File: src/logic/ifu_pkg.sv
package ifu_pkg;

   //**************************************************************************
   // fetch line and parcel geometry
   //**************************************************************************

   localparam int FETCH_BYTES = 8;                     // bytes per fetch line
   localparam int LINE_W      = FETCH_BYTES * 8;       // bits per fetch line
   localparam int PARCEL_W    = 16;                    // one compressed parcel
   localparam int PARCELS     = LINE_W / PARCEL_W;     // parcels per line

   //**************************************************************************
   // address and data types
   //**************************************************************************

   typedef logic [31:1]       pc_t;                    // halfword pc with bit 0 implied zero
   typedef logic [31:3]       line_addr_t;             // 8-byte line address
   typedef logic [LINE_W-1:0] line_t;                  // one fetch line with parcel 0 low

   // fetch control state
   typedef enum logic {
      FETCH_RUN  = 1'b0,                               // issuing sequential requests
      FETCH_IDLE = 1'b1                                // halted until a redirect flush
   } fetch_state_t;

endpackage
File: src/logic/ifu.sv
`timescale 1ns/1ps

module ifu #(
   parameter ifu_pkg::pc_t RESET_VEC = 31'h4000_0000,  // 0x8000_0000 as halfword pc
   parameter int           FB_DEPTH  = 4
) (
   input  logic                clk,
   input  logic                arst_n,
   input  logic                exu_flush_final,
   input  ifu_pkg::pc_t        exu_flush_path_final,
   input  logic                dec_tlu_flush_noredir_wb,
   input  logic                fetch_rvalid,
   input  ifu_pkg::line_t      fetch_rdata,
   input  logic                fetch_rerr,
   input  logic                dec_i0_take,
   output logic                fetch_req,
   output ifu_pkg::line_addr_t fetch_addr,
   output logic                ifu_i0_valid,
   output logic [31:0]         ifu_i0_instr,
   output ifu_pkg::pc_t        ifu_i0_pc,
   output logic                ifu_i0_pc4,
   output logic                ifu_i0_icaf
);
   import ifu_pkg::*;

   localparam int CNT_W = $clog2(FB_DEPTH + 1);

   logic             flush;
   logic             line_wr;
   pc_t              line_pc;
   logic             pop;
   logic             head_valid;
   line_t            head_data;
   pc_t              head_pc;
   logic             head_err;
   logic             next_valid;
   line_t            next_data;
   logic             next_err;
   logic [CNT_W-1:0] fb_count;

   //**************************************************************************
   // fetch control -> fetch buffer -> aligner
   //**************************************************************************

   ifu_ifc_ctl #(
      .RESET_VEC (RESET_VEC),
      .FB_DEPTH  (FB_DEPTH)
   ) ifc (
      .clk                      (clk),
      .arst_n                   (arst_n),
      .exu_flush_final          (exu_flush_final),
      .exu_flush_path_final     (exu_flush_path_final),
      .dec_tlu_flush_noredir_wb (dec_tlu_flush_noredir_wb),
      .fetch_rvalid             (fetch_rvalid),
      .fb_count                 (fb_count),
      .fetch_req                (fetch_req),
      .fetch_addr               (fetch_addr),
      .flush                    (flush),
      .line_wr                  (line_wr),
      .line_pc                  (line_pc)
   );

   ifu_fetch_buf #(
      .FB_DEPTH (FB_DEPTH)
   ) fbuf (
      .clk         (clk),
      .arst_n      (arst_n),
      .flush       (flush),
      .line_wr     (line_wr),
      .line_pc     (line_pc),
      .fetch_rdata (fetch_rdata),
      .fetch_rerr  (fetch_rerr),
      .pop         (pop),
      .head_valid  (head_valid),
      .head_data   (head_data),
      .head_pc     (head_pc),
      .head_err    (head_err),
      .next_valid  (next_valid),
      .next_data   (next_data),
      .next_err    (next_err),
      .fb_count    (fb_count)
   );

   ifu_aln_ctl aln (
      .clk          (clk),
      .arst_n       (arst_n),
      .flush        (flush),
      .dec_i0_take  (dec_i0_take),
      .head_valid   (head_valid),
      .head_data    (head_data),
      .head_pc      (head_pc),
      .head_err     (head_err),
      .next_valid   (next_valid),
      .next_data    (next_data),
      .next_err     (next_err),
      .pop          (pop),
      .ifu_i0_valid (ifu_i0_valid),
      .ifu_i0_instr (ifu_i0_instr),
      .ifu_i0_pc    (ifu_i0_pc),
      .ifu_i0_pc4   (ifu_i0_pc4),
      .ifu_i0_icaf  (ifu_i0_icaf)
   );

endmodule

File: src/logic/ifu_aln_ctl.sv
`timescale 1ns/1ps

module ifu_aln_ctl (
   input  logic           clk,
   input  logic           arst_n,
   input  logic           flush,          // restart on a fresh head
   input  logic           dec_i0_take,    // decode consumes when valid
   input  logic           head_valid,
   input  ifu_pkg::line_t head_data,
   input  ifu_pkg::pc_t   head_pc,
   input  logic           head_err,
   input  logic           next_valid,
   input  ifu_pkg::line_t next_data,
   input  logic           next_err,
   output logic           pop,            // head line fully used
   output logic           ifu_i0_valid,
   output logic [31:0]    ifu_i0_instr,   // upper half zero when compressed
   output ifu_pkg::pc_t   ifu_i0_pc,
   output logic           ifu_i0_pc4,     // 4-byte instruction
   output logic           ifu_i0_icaf     // fetch access fault
);
   import ifu_pkg::*;

   localparam int OFF_W = $clog2(PARCELS);

   logic [OFF_W-1:0]    off_q;            // parcel offset inside the head line
   logic                head_used;        // off_q valid for this head, else use its pc
   logic [OFF_W-1:0]    cur_off;
   logic [OFF_W-1:0]    nxt_off;          // parcel behind cur_off, wraps
   logic [OFF_W:0]      off_sum;          // offset after this instruction
   logic [PARCEL_W-1:0] first_parcel;
   logic [PARCEL_W-1:0] second_parcel;
   logic                is4;
   logic                straddle;         // second parcel sits in the next line
   logic                take;

   //**************************************************************************
   // parcel selection
   //**************************************************************************

   assign cur_off = head_used ? off_q : head_pc[2:1];   // flush target may start mid-line
   assign nxt_off = cur_off + 1'b1;

   assign first_parcel = head_data[cur_off*PARCEL_W +: PARCEL_W];
   assign is4          = &first_parcel[1:0];             // 2'b11 starts a 32-bit instruction
   assign straddle     = is4 & (cur_off == OFF_W'(PARCELS - 1));

   assign second_parcel = straddle ? next_data[PARCEL_W-1:0]
                                   : head_data[nxt_off*PARCEL_W +: PARCEL_W];

   //**************************************************************************
   // decode port
   //**************************************************************************

   assign ifu_i0_valid = head_valid & (~straddle | next_valid);
   assign ifu_i0_instr = is4 ? {second_parcel, first_parcel} : {16'h0000, first_parcel};
   assign ifu_i0_pc    = {head_pc[31:3], cur_off};
   assign ifu_i0_pc4   = is4;
   assign ifu_i0_icaf  = head_err | (straddle & next_err);  // either line used

   assign take    = ifu_i0_valid & dec_i0_take;
   assign off_sum = {1'b0, cur_off} + (is4 ? (OFF_W + 1)'(2) : (OFF_W + 1)'(1));
   assign pop     = take & (off_sum >= (OFF_W + 1)'(PARCELS));  // stepped past last parcel

   always_ff @(posedge clk or negedge arst_n) begin
      if (!arst_n) begin
         head_used <= 1'b0;
         off_q     <= '0;
      end else if (flush) begin
         head_used <= 1'b0;                    // next head carries the target offset
      end else if (take) begin
         head_used <= ~pop | straddle;         // straddle already used parcel 0 of next line
         off_q     <= off_sum[OFF_W-1:0];
      end
   end

endmodule

File: src/logic/ifu_fetch_buf.sv
`timescale 1ns/1ps

module ifu_fetch_buf #(
   parameter int FB_DEPTH = 4                                      // entries
) (
   input  logic                          clk,
   input  logic                          arst_n,
   input  logic                          flush,                    // drop all entries
   input  logic                          line_wr,                  // push a line
   input  ifu_pkg::pc_t                  line_pc,                  // its pc tag
   input  ifu_pkg::line_t                fetch_rdata,              // its data
   input  logic                          fetch_rerr,               // its bus error
   input  logic                          pop,                      // retire the head
   output logic                          head_valid,
   output ifu_pkg::line_t                head_data,
   output ifu_pkg::pc_t                  head_pc,
   output logic                          head_err,
   output logic                          next_valid,               // entry behind the head
   output ifu_pkg::line_t                next_data,
   output logic                          next_err,
   output logic [$clog2(FB_DEPTH+1)-1:0] fb_count                  // occupied entries
);
   import ifu_pkg::*;

   localparam int CNT_W = $clog2(FB_DEPTH + 1);
   localparam int PTR_W = $clog2(FB_DEPTH);

   line_t             data_q [FB_DEPTH];      // line payload
   pc_t               pc_q   [FB_DEPTH];      // pc tag per line
   logic [FB_DEPTH-1:0] err_q;                // bus error per line
   logic [PTR_W-1:0]  rd_ptr;
   logic [PTR_W-1:0]  wr_ptr;
   logic [PTR_W-1:0]  rd_ptr_nx;              // second entry for straddling instructions
   logic [CNT_W-1:0]  count;

   // wrap at the depth which need not be a power of two
   function automatic logic [PTR_W-1:0] ptr_inc(input logic [PTR_W-1:0] ptr);
      ptr_inc = (ptr == PTR_W'(FB_DEPTH - 1)) ? '0 : ptr + 1'b1;
   endfunction

   //**************************************************************************
   // read side
   //**************************************************************************

   assign rd_ptr_nx = ptr_inc(rd_ptr);

   assign head_valid = (count != '0);
   assign head_data  = data_q[rd_ptr];
   assign head_pc    = pc_q[rd_ptr];
   assign head_err   = err_q[rd_ptr];

   assign next_valid = (count > CNT_W'(1));
   assign next_data  = data_q[rd_ptr_nx];
   assign next_err   = err_q[rd_ptr_nx];

   assign fb_count = count;

   //**************************************************************************
   // pointers and storage
   //**************************************************************************

   always_ff @(posedge clk or negedge arst_n) begin
      if (!arst_n) begin
         rd_ptr <= '0;
         wr_ptr <= '0;
         count  <= '0;
      end else if (flush) begin
         rd_ptr <= '0;
         wr_ptr <= '0;
         count  <= '0;
      end else begin
         if (line_wr) begin
            wr_ptr <= ptr_inc(wr_ptr);
         end
         if (pop) begin
            rd_ptr <= rd_ptr_nx;
         end
         count <= count + CNT_W'(line_wr) - CNT_W'(pop);
      end
   end

   always_ff @(posedge clk) begin
      if (line_wr) begin
         data_q[wr_ptr] <= fetch_rdata;
         pc_q[wr_ptr]   <= line_pc;
         err_q[wr_ptr]  <= fetch_rerr;
      end
   end

endmodule

File: src/logic/ifu_ifc_ctl.sv
`timescale 1ns/1ps

module ifu_ifc_ctl #(
   parameter ifu_pkg::pc_t RESET_VEC = 31'h4000_0000,  // first fetch pc in halfword units
   parameter int           FB_DEPTH  = 4               // fetch buffer entries
) (
   input  logic                          clk,
   input  logic                          arst_n,
   input  logic                          exu_flush_final,          // flush strobe
   input  ifu_pkg::pc_t                  exu_flush_path_final,     // flush target pc
   input  logic                          dec_tlu_flush_noredir_wb, // stop fetch with the flush
   input  logic                          fetch_rvalid,             // one line returned
   input  logic [$clog2(FB_DEPTH+1)-1:0] fb_count,                 // lines held in buffer
   output logic                          fetch_req,                // request strobe
   output ifu_pkg::line_addr_t           fetch_addr,               // line being requested
   output logic                          flush,                    // flush to buffer and aligner
   output logic                          line_wr,                  // keep this response
   output ifu_pkg::pc_t                  line_pc                   // pc tag of kept response
);
   import ifu_pkg::*;

   localparam int CNT_W = $clog2(FB_DEPTH + 1);

   fetch_state_t     state;
   fetch_state_t     state_nxt;
   pc_t              fetch_pc;        // pc of the request on the bus or of the next one
   pc_t              oldest_pc;       // pc of the oldest request still to be kept
   logic [CNT_W-1:0] out_cnt;         // requests issued, response not yet back
   logic [CNT_W-1:0] out_cnt_nxt;
   logic [CNT_W-1:0] discard_cnt;     // responses still to be dropped
   logic [CNT_W:0]   fill_nxt;        // in flight plus buffered after this edge
   logic             redirect;
   logic             discard_rsp;
   logic             fetch_req_nxt;

   // next sequential line with the offset cleared
   function automatic pc_t next_line(input pc_t pc);
      next_line = {pc[31:3], 2'b00} + pc_t'(FETCH_BYTES / 2);  // pc counts halfwords
   endfunction

   //**************************************************************************
   // flush handling and response tagging
   //**************************************************************************

   assign flush    = exu_flush_final;
   assign redirect = exu_flush_final & ~dec_tlu_flush_noredir_wb;

   assign discard_rsp = fetch_rvalid & (discard_cnt != '0);   // stale line from before a flush
   assign line_wr     = fetch_rvalid & ~discard_rsp & ~flush;
   assign line_pc     = oldest_pc;                            // responses come back in order

   assign fetch_addr = fetch_pc[31:3];

   assign state_nxt = flush ? (dec_tlu_flush_noredir_wb ? FETCH_IDLE : FETCH_RUN) : state;

   //**************************************************************************
   // request credit
   //**************************************************************************

   // the strobe is always accepted so a high fetch_req counts on this edge
   assign out_cnt_nxt = out_cnt + CNT_W'(fetch_req) - CNT_W'(fetch_rvalid);

   // pop is ignored here so the credit is conservative by a cycle
   assign fill_nxt = {1'b0, out_cnt_nxt}
                   + (flush ? '0 : ({1'b0, fb_count} + (CNT_W + 1)'(line_wr)));

   assign fetch_req_nxt = (state_nxt == FETCH_RUN) & (fill_nxt < (CNT_W + 1)'(FB_DEPTH));

   always_ff @(posedge clk or negedge arst_n) begin
      if (!arst_n) begin
         state       <= FETCH_RUN;
         fetch_req   <= 1'b0;
         fetch_pc    <= RESET_VEC;
         oldest_pc   <= RESET_VEC;
         out_cnt     <= '0;
         discard_cnt <= '0;
      end else begin
         state     <= state_nxt;
         fetch_req <= fetch_req_nxt;                  // first flush-line request next cycle
         out_cnt   <= out_cnt_nxt;

         if (redirect) begin
            fetch_pc <= exu_flush_path_final;         // keeps its halfword offset
         end else if (fetch_req) begin
            fetch_pc <= next_line(fetch_pc);
         end

         if (redirect) begin
            oldest_pc <= exu_flush_path_final;        // first kept response is the target
         end else if (line_wr) begin
            oldest_pc <= next_line(oldest_pc);
         end

         if (flush) begin
            discard_cnt <= out_cnt_nxt;               // everything still in flight is stale
         end else if (discard_rsp) begin
            discard_cnt <= discard_cnt - 1'b1;
         end
      end
   end

endmodule

File: config.mk
export PLATFORM = sky130hd
export DESIGN_NAME = ifu
export DESIGN_NICKNAME = d
export VERILOG_FILES = /design/src/logic/ifu_pkg.sv /design/src/logic/ifu.sv /design/src/logic/ifu_aln_ctl.sv /design/src/logic/ifu_fetch_buf.sv /design/src/logic/ifu_ifc_ctl.sv
export SDC_FILE = /design/constraint.sdc
export NUM_CORES = 1
export LEC_CHECK = 0
export BUFFER_PORTS_ARGS = -buffer_cell sky130_fd_sc_hd__clkbuf_2
export CORE_AREA = 4 4 262 264
export CTS_BUF_LIST = sky130_fd_sc_hd__clkbuf_2
export CTS_CLUSTER_SIZE = 14
export DETAILED_ROUTE_END_ITERATION = 10
export DIE_AREA = 0 0 266 268
export HOLD_SLACK_MARGIN = 0.03
export SETUP_SLACK_MARGIN = 0.1
export SYNTH_ARGS = -nofsm -noshare
export SYNTH_HDL_FRONTEND = slang
export SYNTH_SLANG_ARGS = --single-unit
File: constraint.sdc
create_clock -name clk -period 4.54 [get_ports clk]
set_input_delay 0.227 -clock clk [delete_from_list [all_inputs] [get_ports clk]]
set_output_delay 0.227 -clock clk [all_outputs]
set_load 0.02 [all_outputs]
Word level (Yosys, flattened, before mapping) --
Memory sizes are Yosys's and may differ from the RTL's. Cells that the tools add are included.
Storage, ports and cells: register bits 84, memory bits (writable) 380, input port bits 102, output and inout port bits 96, memories kept 2
Memories:
- fbuf.data_q | words 4, width 64, read ports 2, clocked after Yosys merged registers in 0, wr ports 1, line ifu_fetch_buf.sv:28 | line_t data_q [FB_DEPTH];
- fbuf.pc_q | words 4, width 31, read ports 1, clocked after Yosys merged registers in 0, wr ports 1, line ifu_fetch_buf.sv:29 | pc_t pc_q [FB_DEPTH];
Operators by class: add/sub/neg operators 13, $lt $le $gt $ge 7, eq/ne operators 3, shift-type cells 2, mux-type cells 31, bitwise gates (word level) 19, reduce and logical (&&, ||, !) cells 11
Operators by type and width (count):
- $shiftx 64x7->16 | 2
- $mux 31 | 4
- $add 31x3->31 const B | 2
- $mux 32 | 1
- $mux 16 | 1
- $mux 2 | 8
- $reduce_bool 2->1 | 6
- $and 1x1->1 | 10
- $lt 2x3->1 const B | 3
- $mux 1 | 9
- $mux 3 | 3
- $add 2x1->2 const B | 3
- $add 3x1->3 | 2
- $eq 2x2->1 const B | 3
- $not 1->1 | 6
- $reduce_bool 3->1 | 2
- $sub 3x1->3 | 2
- $add 3x1->4 | 1
- $add 3x4->4 | 1
- $bmux 1 s2 | 2
- $bwmux 4 | 1
- $lt 4x3->1 const B | 1
- $mux 4 | 1
- $reduce_and 2->1 | 2
- 8 further kinds | 10

Depth between registers and ports, before layout --
An unclocked memory read counts as a cell.
depth after elaboration 14, mapped depth 19, mapped depth without buffers 17

Hierarchy --
From an unflattened synthesis, not the netlist that was laid out.
Unflattened totals: cells, all modules 1307, area total of the unflattened synthesis 21436.8 um^2
By module, submodules not included:
- ifu_fetch_buf | instances 1, cells each 624, area an instance 15856.5 um^2
- ifu_ifc_ctl | instances 1, cells each 442, area an instance 3931.3 um^2
- ifu_aln_ctl | instances 1, cells each 241, area an instance 1649.1 um^2

Worst setup path before layout --
OpenSTA, ideal clock, no wires.
kind register -> register, from reg fbuf.rd_ptr[1], to reg fbuf.count[2] (netlist: fbuf.fb_count[2]), setup time 0.131 ns, arrival 4.052 ns, path slack 0.357 ns, stages on the path, launching flop included 19, buffers on the path 3, period minus slack after synthesis 4.183 ns, path through dfrtp_1 buf_2 nor2b_1 a22oi_1 nand2_1 inv_1 buf_2 clkbuf_1 ha_1 inv_1 fa_1 a311oi_2 ha_1 inv_1 ha_1 inv_1 fa_1 xnor2_1 nor2_1
On the way: word-level cells in the longest chain between the ends 12, elaborated cells between the ends (all ways) 17
RTL lines:
- start, declared | line ifu_fetch_buf.sv:31 | logic [PTR_W-1:0] rd_ptr;
- start signal, assigned | line ifu_fetch_buf.sv:76 | rd_ptr <= rd_ptr_nx;
- $mem_v2 4x31 (*)
- $mux 2 (*) | line ifu_aln_ctl.sv:41 | assign cur_off = head_used ? off_q : head_pc[2:1];
- net ifu_i0_pc[0] | line ifu.sv:20 | output ifu_pkg::pc_t ifu_i0_pc,
- parallel branches: the longest is 7 deep, another holds $add 2x3->3
- $and 1x1->1 (*) | line ifu_aln_ctl.sv:63 | assign pop = take & (off_sum >= (OFF_W + 1)'(PARCELS));
- $sub 3x1->3 (*) | line ifu_fetch_buf.sv:78 | count <= count + CNT_W'(line_wr) - CNT_W'(pop);
- $mux 3 (*) | line ifu_fetch_buf.sv:67 | end else if (flush) begin
- end signal, assigned | line ifu_fetch_buf.sv:78
- end, declared | line ifu_fetch_buf.sv:34 | logic [CNT_W-1:0] count;
Mark *: on every way through the listed nets, which the timed path passes. A chain may end at the register's enable or synchronous reset.

Worst setup path in the final report --
from reg fbuf.rd_ptr[0], to out ifu_i0_icaf
On the way: word-level cells in the longest chain between the ends 7, elaborated cells between the ends (all ways) 16
RTL lines:
- $mem_v2 4x31
- $mux 2 | line ifu_aln_ctl.sv:41
- $shiftx 64x7->16 | line ifu_aln_ctl.sv:44 | assign first_parcel = head_data[cur_off*PARCEL_W +: PARCEL_W];
- $reduce_and 2->1 | line ifu_aln_ctl.sv:45 | assign is4 = &first_parcel[1:0];
- $and 1x1->1 | line ifu_aln_ctl.sv:46 | assign straddle = is4 & (cur_off == OFF_W'(PARCELS - 1));
- $and 1x1->1 | line ifu_aln_ctl.sv:59 | assign ifu_i0_icaf = head_err | (straddle & next_err);
- $or 1x1->1 (*) | line ifu_aln_ctl.sv:59
- end, declared | line ifu.sv:22 | output logic ifu_i0_icaf
Mark *: on every way between the ends. The rest lies on a longest branch, timed or not. The select of a mux whose other input is x is not followed.

==> qor_table.md <==
| Result | This run |
|:---|:---|
| Starting DRT DRC Count | 872 |
| Final number of setup-violating endpoints | 0 |
| Fill cell count | 6345 |
| Largest fanout on the critical path | 19 |
| Mapped Area | 19800 sq um |
| Yosys top cell by area | sky130_fd_sc_hd__edfxtp_1 |
| Global-route wire length before repair | 78500 microns |
| Wire length after detailed routing | 51400 microns |
| Antenna violations before repair | 12 |
| Headroom to the max-slew limit | 28.8% |
| Worst endpoint required time | 4310 ps |
| Count of flip-flops with a built-in enable after synthesis | 384 |
| Total number of vias | 12600 |
| Post-synthesis cell type count | 50 |
| CTS Root Buffer Type | sky130_fd_sc_hd__clkbuf_2 |
| Count of endpoints failing hold in the final timing report | 0 |
| Most area-consuming cells after synthesis | sky130_fd_sc_hd__edfxtp_1 (58%), sky130_fd_sc_hd__mux4_2 (13%), sky130_fd_sc_hd__dfrtp_1 (9.6%) |
| Aggregate negative setup slack | 0 ps |
| Post-synthesis sequential area ratio | 68.2% |
| Shortest period the worst path allows | 4180 ps |
| Number of I/O port buffers | 197 |
| Clock Skews | 108 ps |
| Most common flop cell mapped by yosys | sky130_fd_sc_hd__edfxtp_1 |
| Type of the tightest min-delay check | input pin to flip-flop |
| Area growth, synth to finish | 27.0% |
| Remaining design rule violation count | 0 |
| CTS buffer count | 112 |
| Worst skew pair latency | 1120 ps |
| Clk buf depth | 3 |
| Leak pwr | 9.05 nW |
| Global placer's final weighted congestion | 0.781 |
| Power Dens Cells | 448 nW/um^2 |
| Result of the run | finished clean |
| Max-slew violation total from the final report | 0 |
| Maximum clock frequency | 239 MHz |
| Height of the die | 268 microns |
| Top-area cell type share of the netlist area | 58.3% |
| Max H-tree Level | 3 |
| Worst VDD drop | 0.254 mV |
| Number of warnings reported in the yosys synthesis log | 0 |
| Clock slew at the register clock pins of the worst setup and hold paths | 110 ps |
| Number of search-and-repair iterations in the first detailed-routing pass | 5 |
| Global-route congestion overflow total | 0 |
| Worst hold-check slack | 193 ps |
| Worst-margin pin slew | 1070 ps |
| FF+latch count, synth | 462 |
| Overall Global Routing Usage | 14.3% |
| Clock net sink count | 462 |
| Die Span X | 266 microns |
| Synthesized netlist net count | 1332 |
| Area enclosed by the die boundary | 71300 sq um |
| Post-Synthesis Mean Instance Area | 16.4 sq um |
| Max-cap violations | 0 |
| Vias per cell | 4.73 |
| Final Cycle Share | 92.1% |
| Fraction of synthesis flops using an asynchronous set or reset pin | 16.9% |
| Mapped Cells | 1206 |
| Boundary pin count | 198 |
| Routed wire per std cell | 19.3 microns |
| Initial Util | 29.7% |
| Final nets | 1824 |
| Ratio of cells with drive above 1 in the final layout | 30.6% |
| Maximum number of pins on one net before global-route repair | 97 |
| Critical path start-end classification | flip-flop to output port |
| Most frequent cell after synthesis | sky130_fd_sc_hd__edfxtp_1 |
| Most instantiated cells after synthesis | sky130_fd_sc_hd__edfxtp_1 (384), sky130_fd_sc_hd__mux4_2 (112), sky130_fd_sc_hd__nand2_1 (94) |
| FP Rows | 95 |
| Nature of the critical path endpoint | output port |
| Crit path launch type | flip-flop |
| Detailed placer's ending HPWL | 32700 microns |
| Vias in the first global route | 13200 |
| Total core area | 66600 sq um |
| Remaining antenna violation count | 0 |
| Worst Path Arrival | 3960 ps |
| CTS tree | done |
| RSZ-0062 raised after global routing | no |
==> cell families after synthesis <==
group / share of synthesized area [%]
DFF: 68.2
and+or+nand+nor: 6.59
muxes: 15.0
AOI/OAI and AO/OA: 3.97
buffers and inverters: 1.92
xor gates and xnor gates: 2.75
adders and majority gates: 1.63
==> final cells by class <==
class                           count  area [sq um]  area share (%)
Antenna cell                        4          10.0          0.0399
Clock inverter                     44           225           0.897
Multi-Input combinational cell    651          5960            23.7
Clock buffer                      159           796            3.17
Timing Repair Buffer              439          3410            13.6
Sequential cell                   462         13500            53.7
Inverter                           32           123           0.488
Tap cell                          873          1090            4.35
==> through the flow <==
| stage | util (%) | std cells | cell area (sq um) | setup WS (ps) | total power [mW] |
|---|---|---|---|---|---|
| 2_1_floorplan | - | 1206 | 19800 | 357 | 7.27 |
| 3_3_place_gp | 32.9 | 2244 | 21900 | 334 | 8.29 |
| 3_5_place_dp | 32.9 | 2244 | 21900 | 304 | 8.34 |
| 4_1_cts | 37.7 | 2658 | 25100 | 108 | 11.4 |
| 5_1_grt | 37.7 | 2663 | 25100 | 133 | 11.9 |
| 6_report | 37.7 | 2664 | 25100 | 357 | 11.2 |
==> final timing paths <==
path / startpoint / to / cells after the start / slack (ps)
max: fbuf.rd_ptr[0]$_DFFE_PN0P_ / ifu_i0_icaf / 9 / 360
min: exu_flush_final / fbuf.fb_count[0]$_DFF_PN0_ / 3 / 190
max reg2reg: fbuf.rd_ptr[0]$_DFFE_PN0P_ / fbuf.fb_count[2]$_DFF_PN0_ / 16 / 370
min reg2reg: aln.off_q[0]$_DFFE_PN0P_ / aln.off_q[0]$_DFFE_PN0P_ / 1 / 500
max in group asynchronous: arst_n / ifc.discard_cnt[1]$_DFFE_PN0P_ / 5 / 3160
min in group asynchronous: arst_n / ifc.fetch_pc[15]$_DFFE_PN0P_ / 5 / 750
==> worst max-delay path, stage by stage (launching register included) <==
cell and delay (ps):
sky130_fd_sc_hd__dfrtp_4 530, sky130_fd_sc_hd__mux4_2 550, sky130_fd_sc_hd__mux2i_4 250, sky130_fd_sc_hd__inv_4 170, sky130_fd_sc_hd__a311o_4 390, sky130_fd_sc_hd__nand2_2 90, sky130_fd_sc_hd__buf_6 220, sky130_fd_sc_hd__inv_1 170
sky130_fd_sc_hd__a31o_2 290, sky130_fd_sc_hd__clkbuf_2 180
==> state kept, by name (all words and copies together), names as in the netlist <==
signal           cells
ifc.fetch_pc        29
fbuf.err_q           4
fbuf.data_q        256
fbuf.wr_ptr          2
fbuf.fb_count        3
ifc.state            1
fbuf.pc_q          124
ifc.line_pc         31
aln.off_q            2
aln.head_used        1
ifc.out_cnt          3
ifc.fetch_req        1
ifc.discard_cnt      3
fbuf.rd_ptr          2
==> cell usage in the layout (no fill, tap or decap), types with 31 or more instances in the layout <==
cell                            instances
sky130_fd_sc_hd__a21oi_1               78
sky130_fd_sc_hd__clkbuf_2             355
sky130_fd_sc_hd__dfrtp_1               74
sky130_fd_sc_hd__dlygate4sd3_1        204
sky130_fd_sc_hd__edfxtp_1             384
sky130_fd_sc_hd__mux2i_1               38
sky130_fd_sc_hd__mux4_2               112
sky130_fd_sc_hd__nand2_1               93
sky130_fd_sc_hd__nor2_1                70
sky130_fd_sc_hd__xnor2_1               31
sky130_fd_sc_hd__xor2_1                31
==> routing by layer <==
| metal | GRT usage (%) | vias up | routed length, microns |
|---|---|---|---|
| li1 | - | 5734 | - |
| met1 | 18.1 | 6307 | 21100 |
| met2 | 23.9 | 428 | 25100 |
| met3 | 4.14 | 118 | 3780 |
| met4 | 4.76 | 12 | 1360 |
| met5 | 0 | - | 80 |
==> where the power goes <==
part           switching (mW)  internal (mW)
registers               0.240           4.90
logic                    1.97           1.42
clock network            1.70           1.02
==> what timing repair did <==
action / 4_1_cts / 5_1_grt
cloned: 0 / 0
gates resized for setup: 8 / 4
pin swaps: 1 / 0
hold endpoints to repair: 426 / 0
hold buffers: 205 / 0
setup buffers: 6 / 2
setup endpoints to repair: 17 / 4
Note: power is estimated with default switching activity, not from simulation.
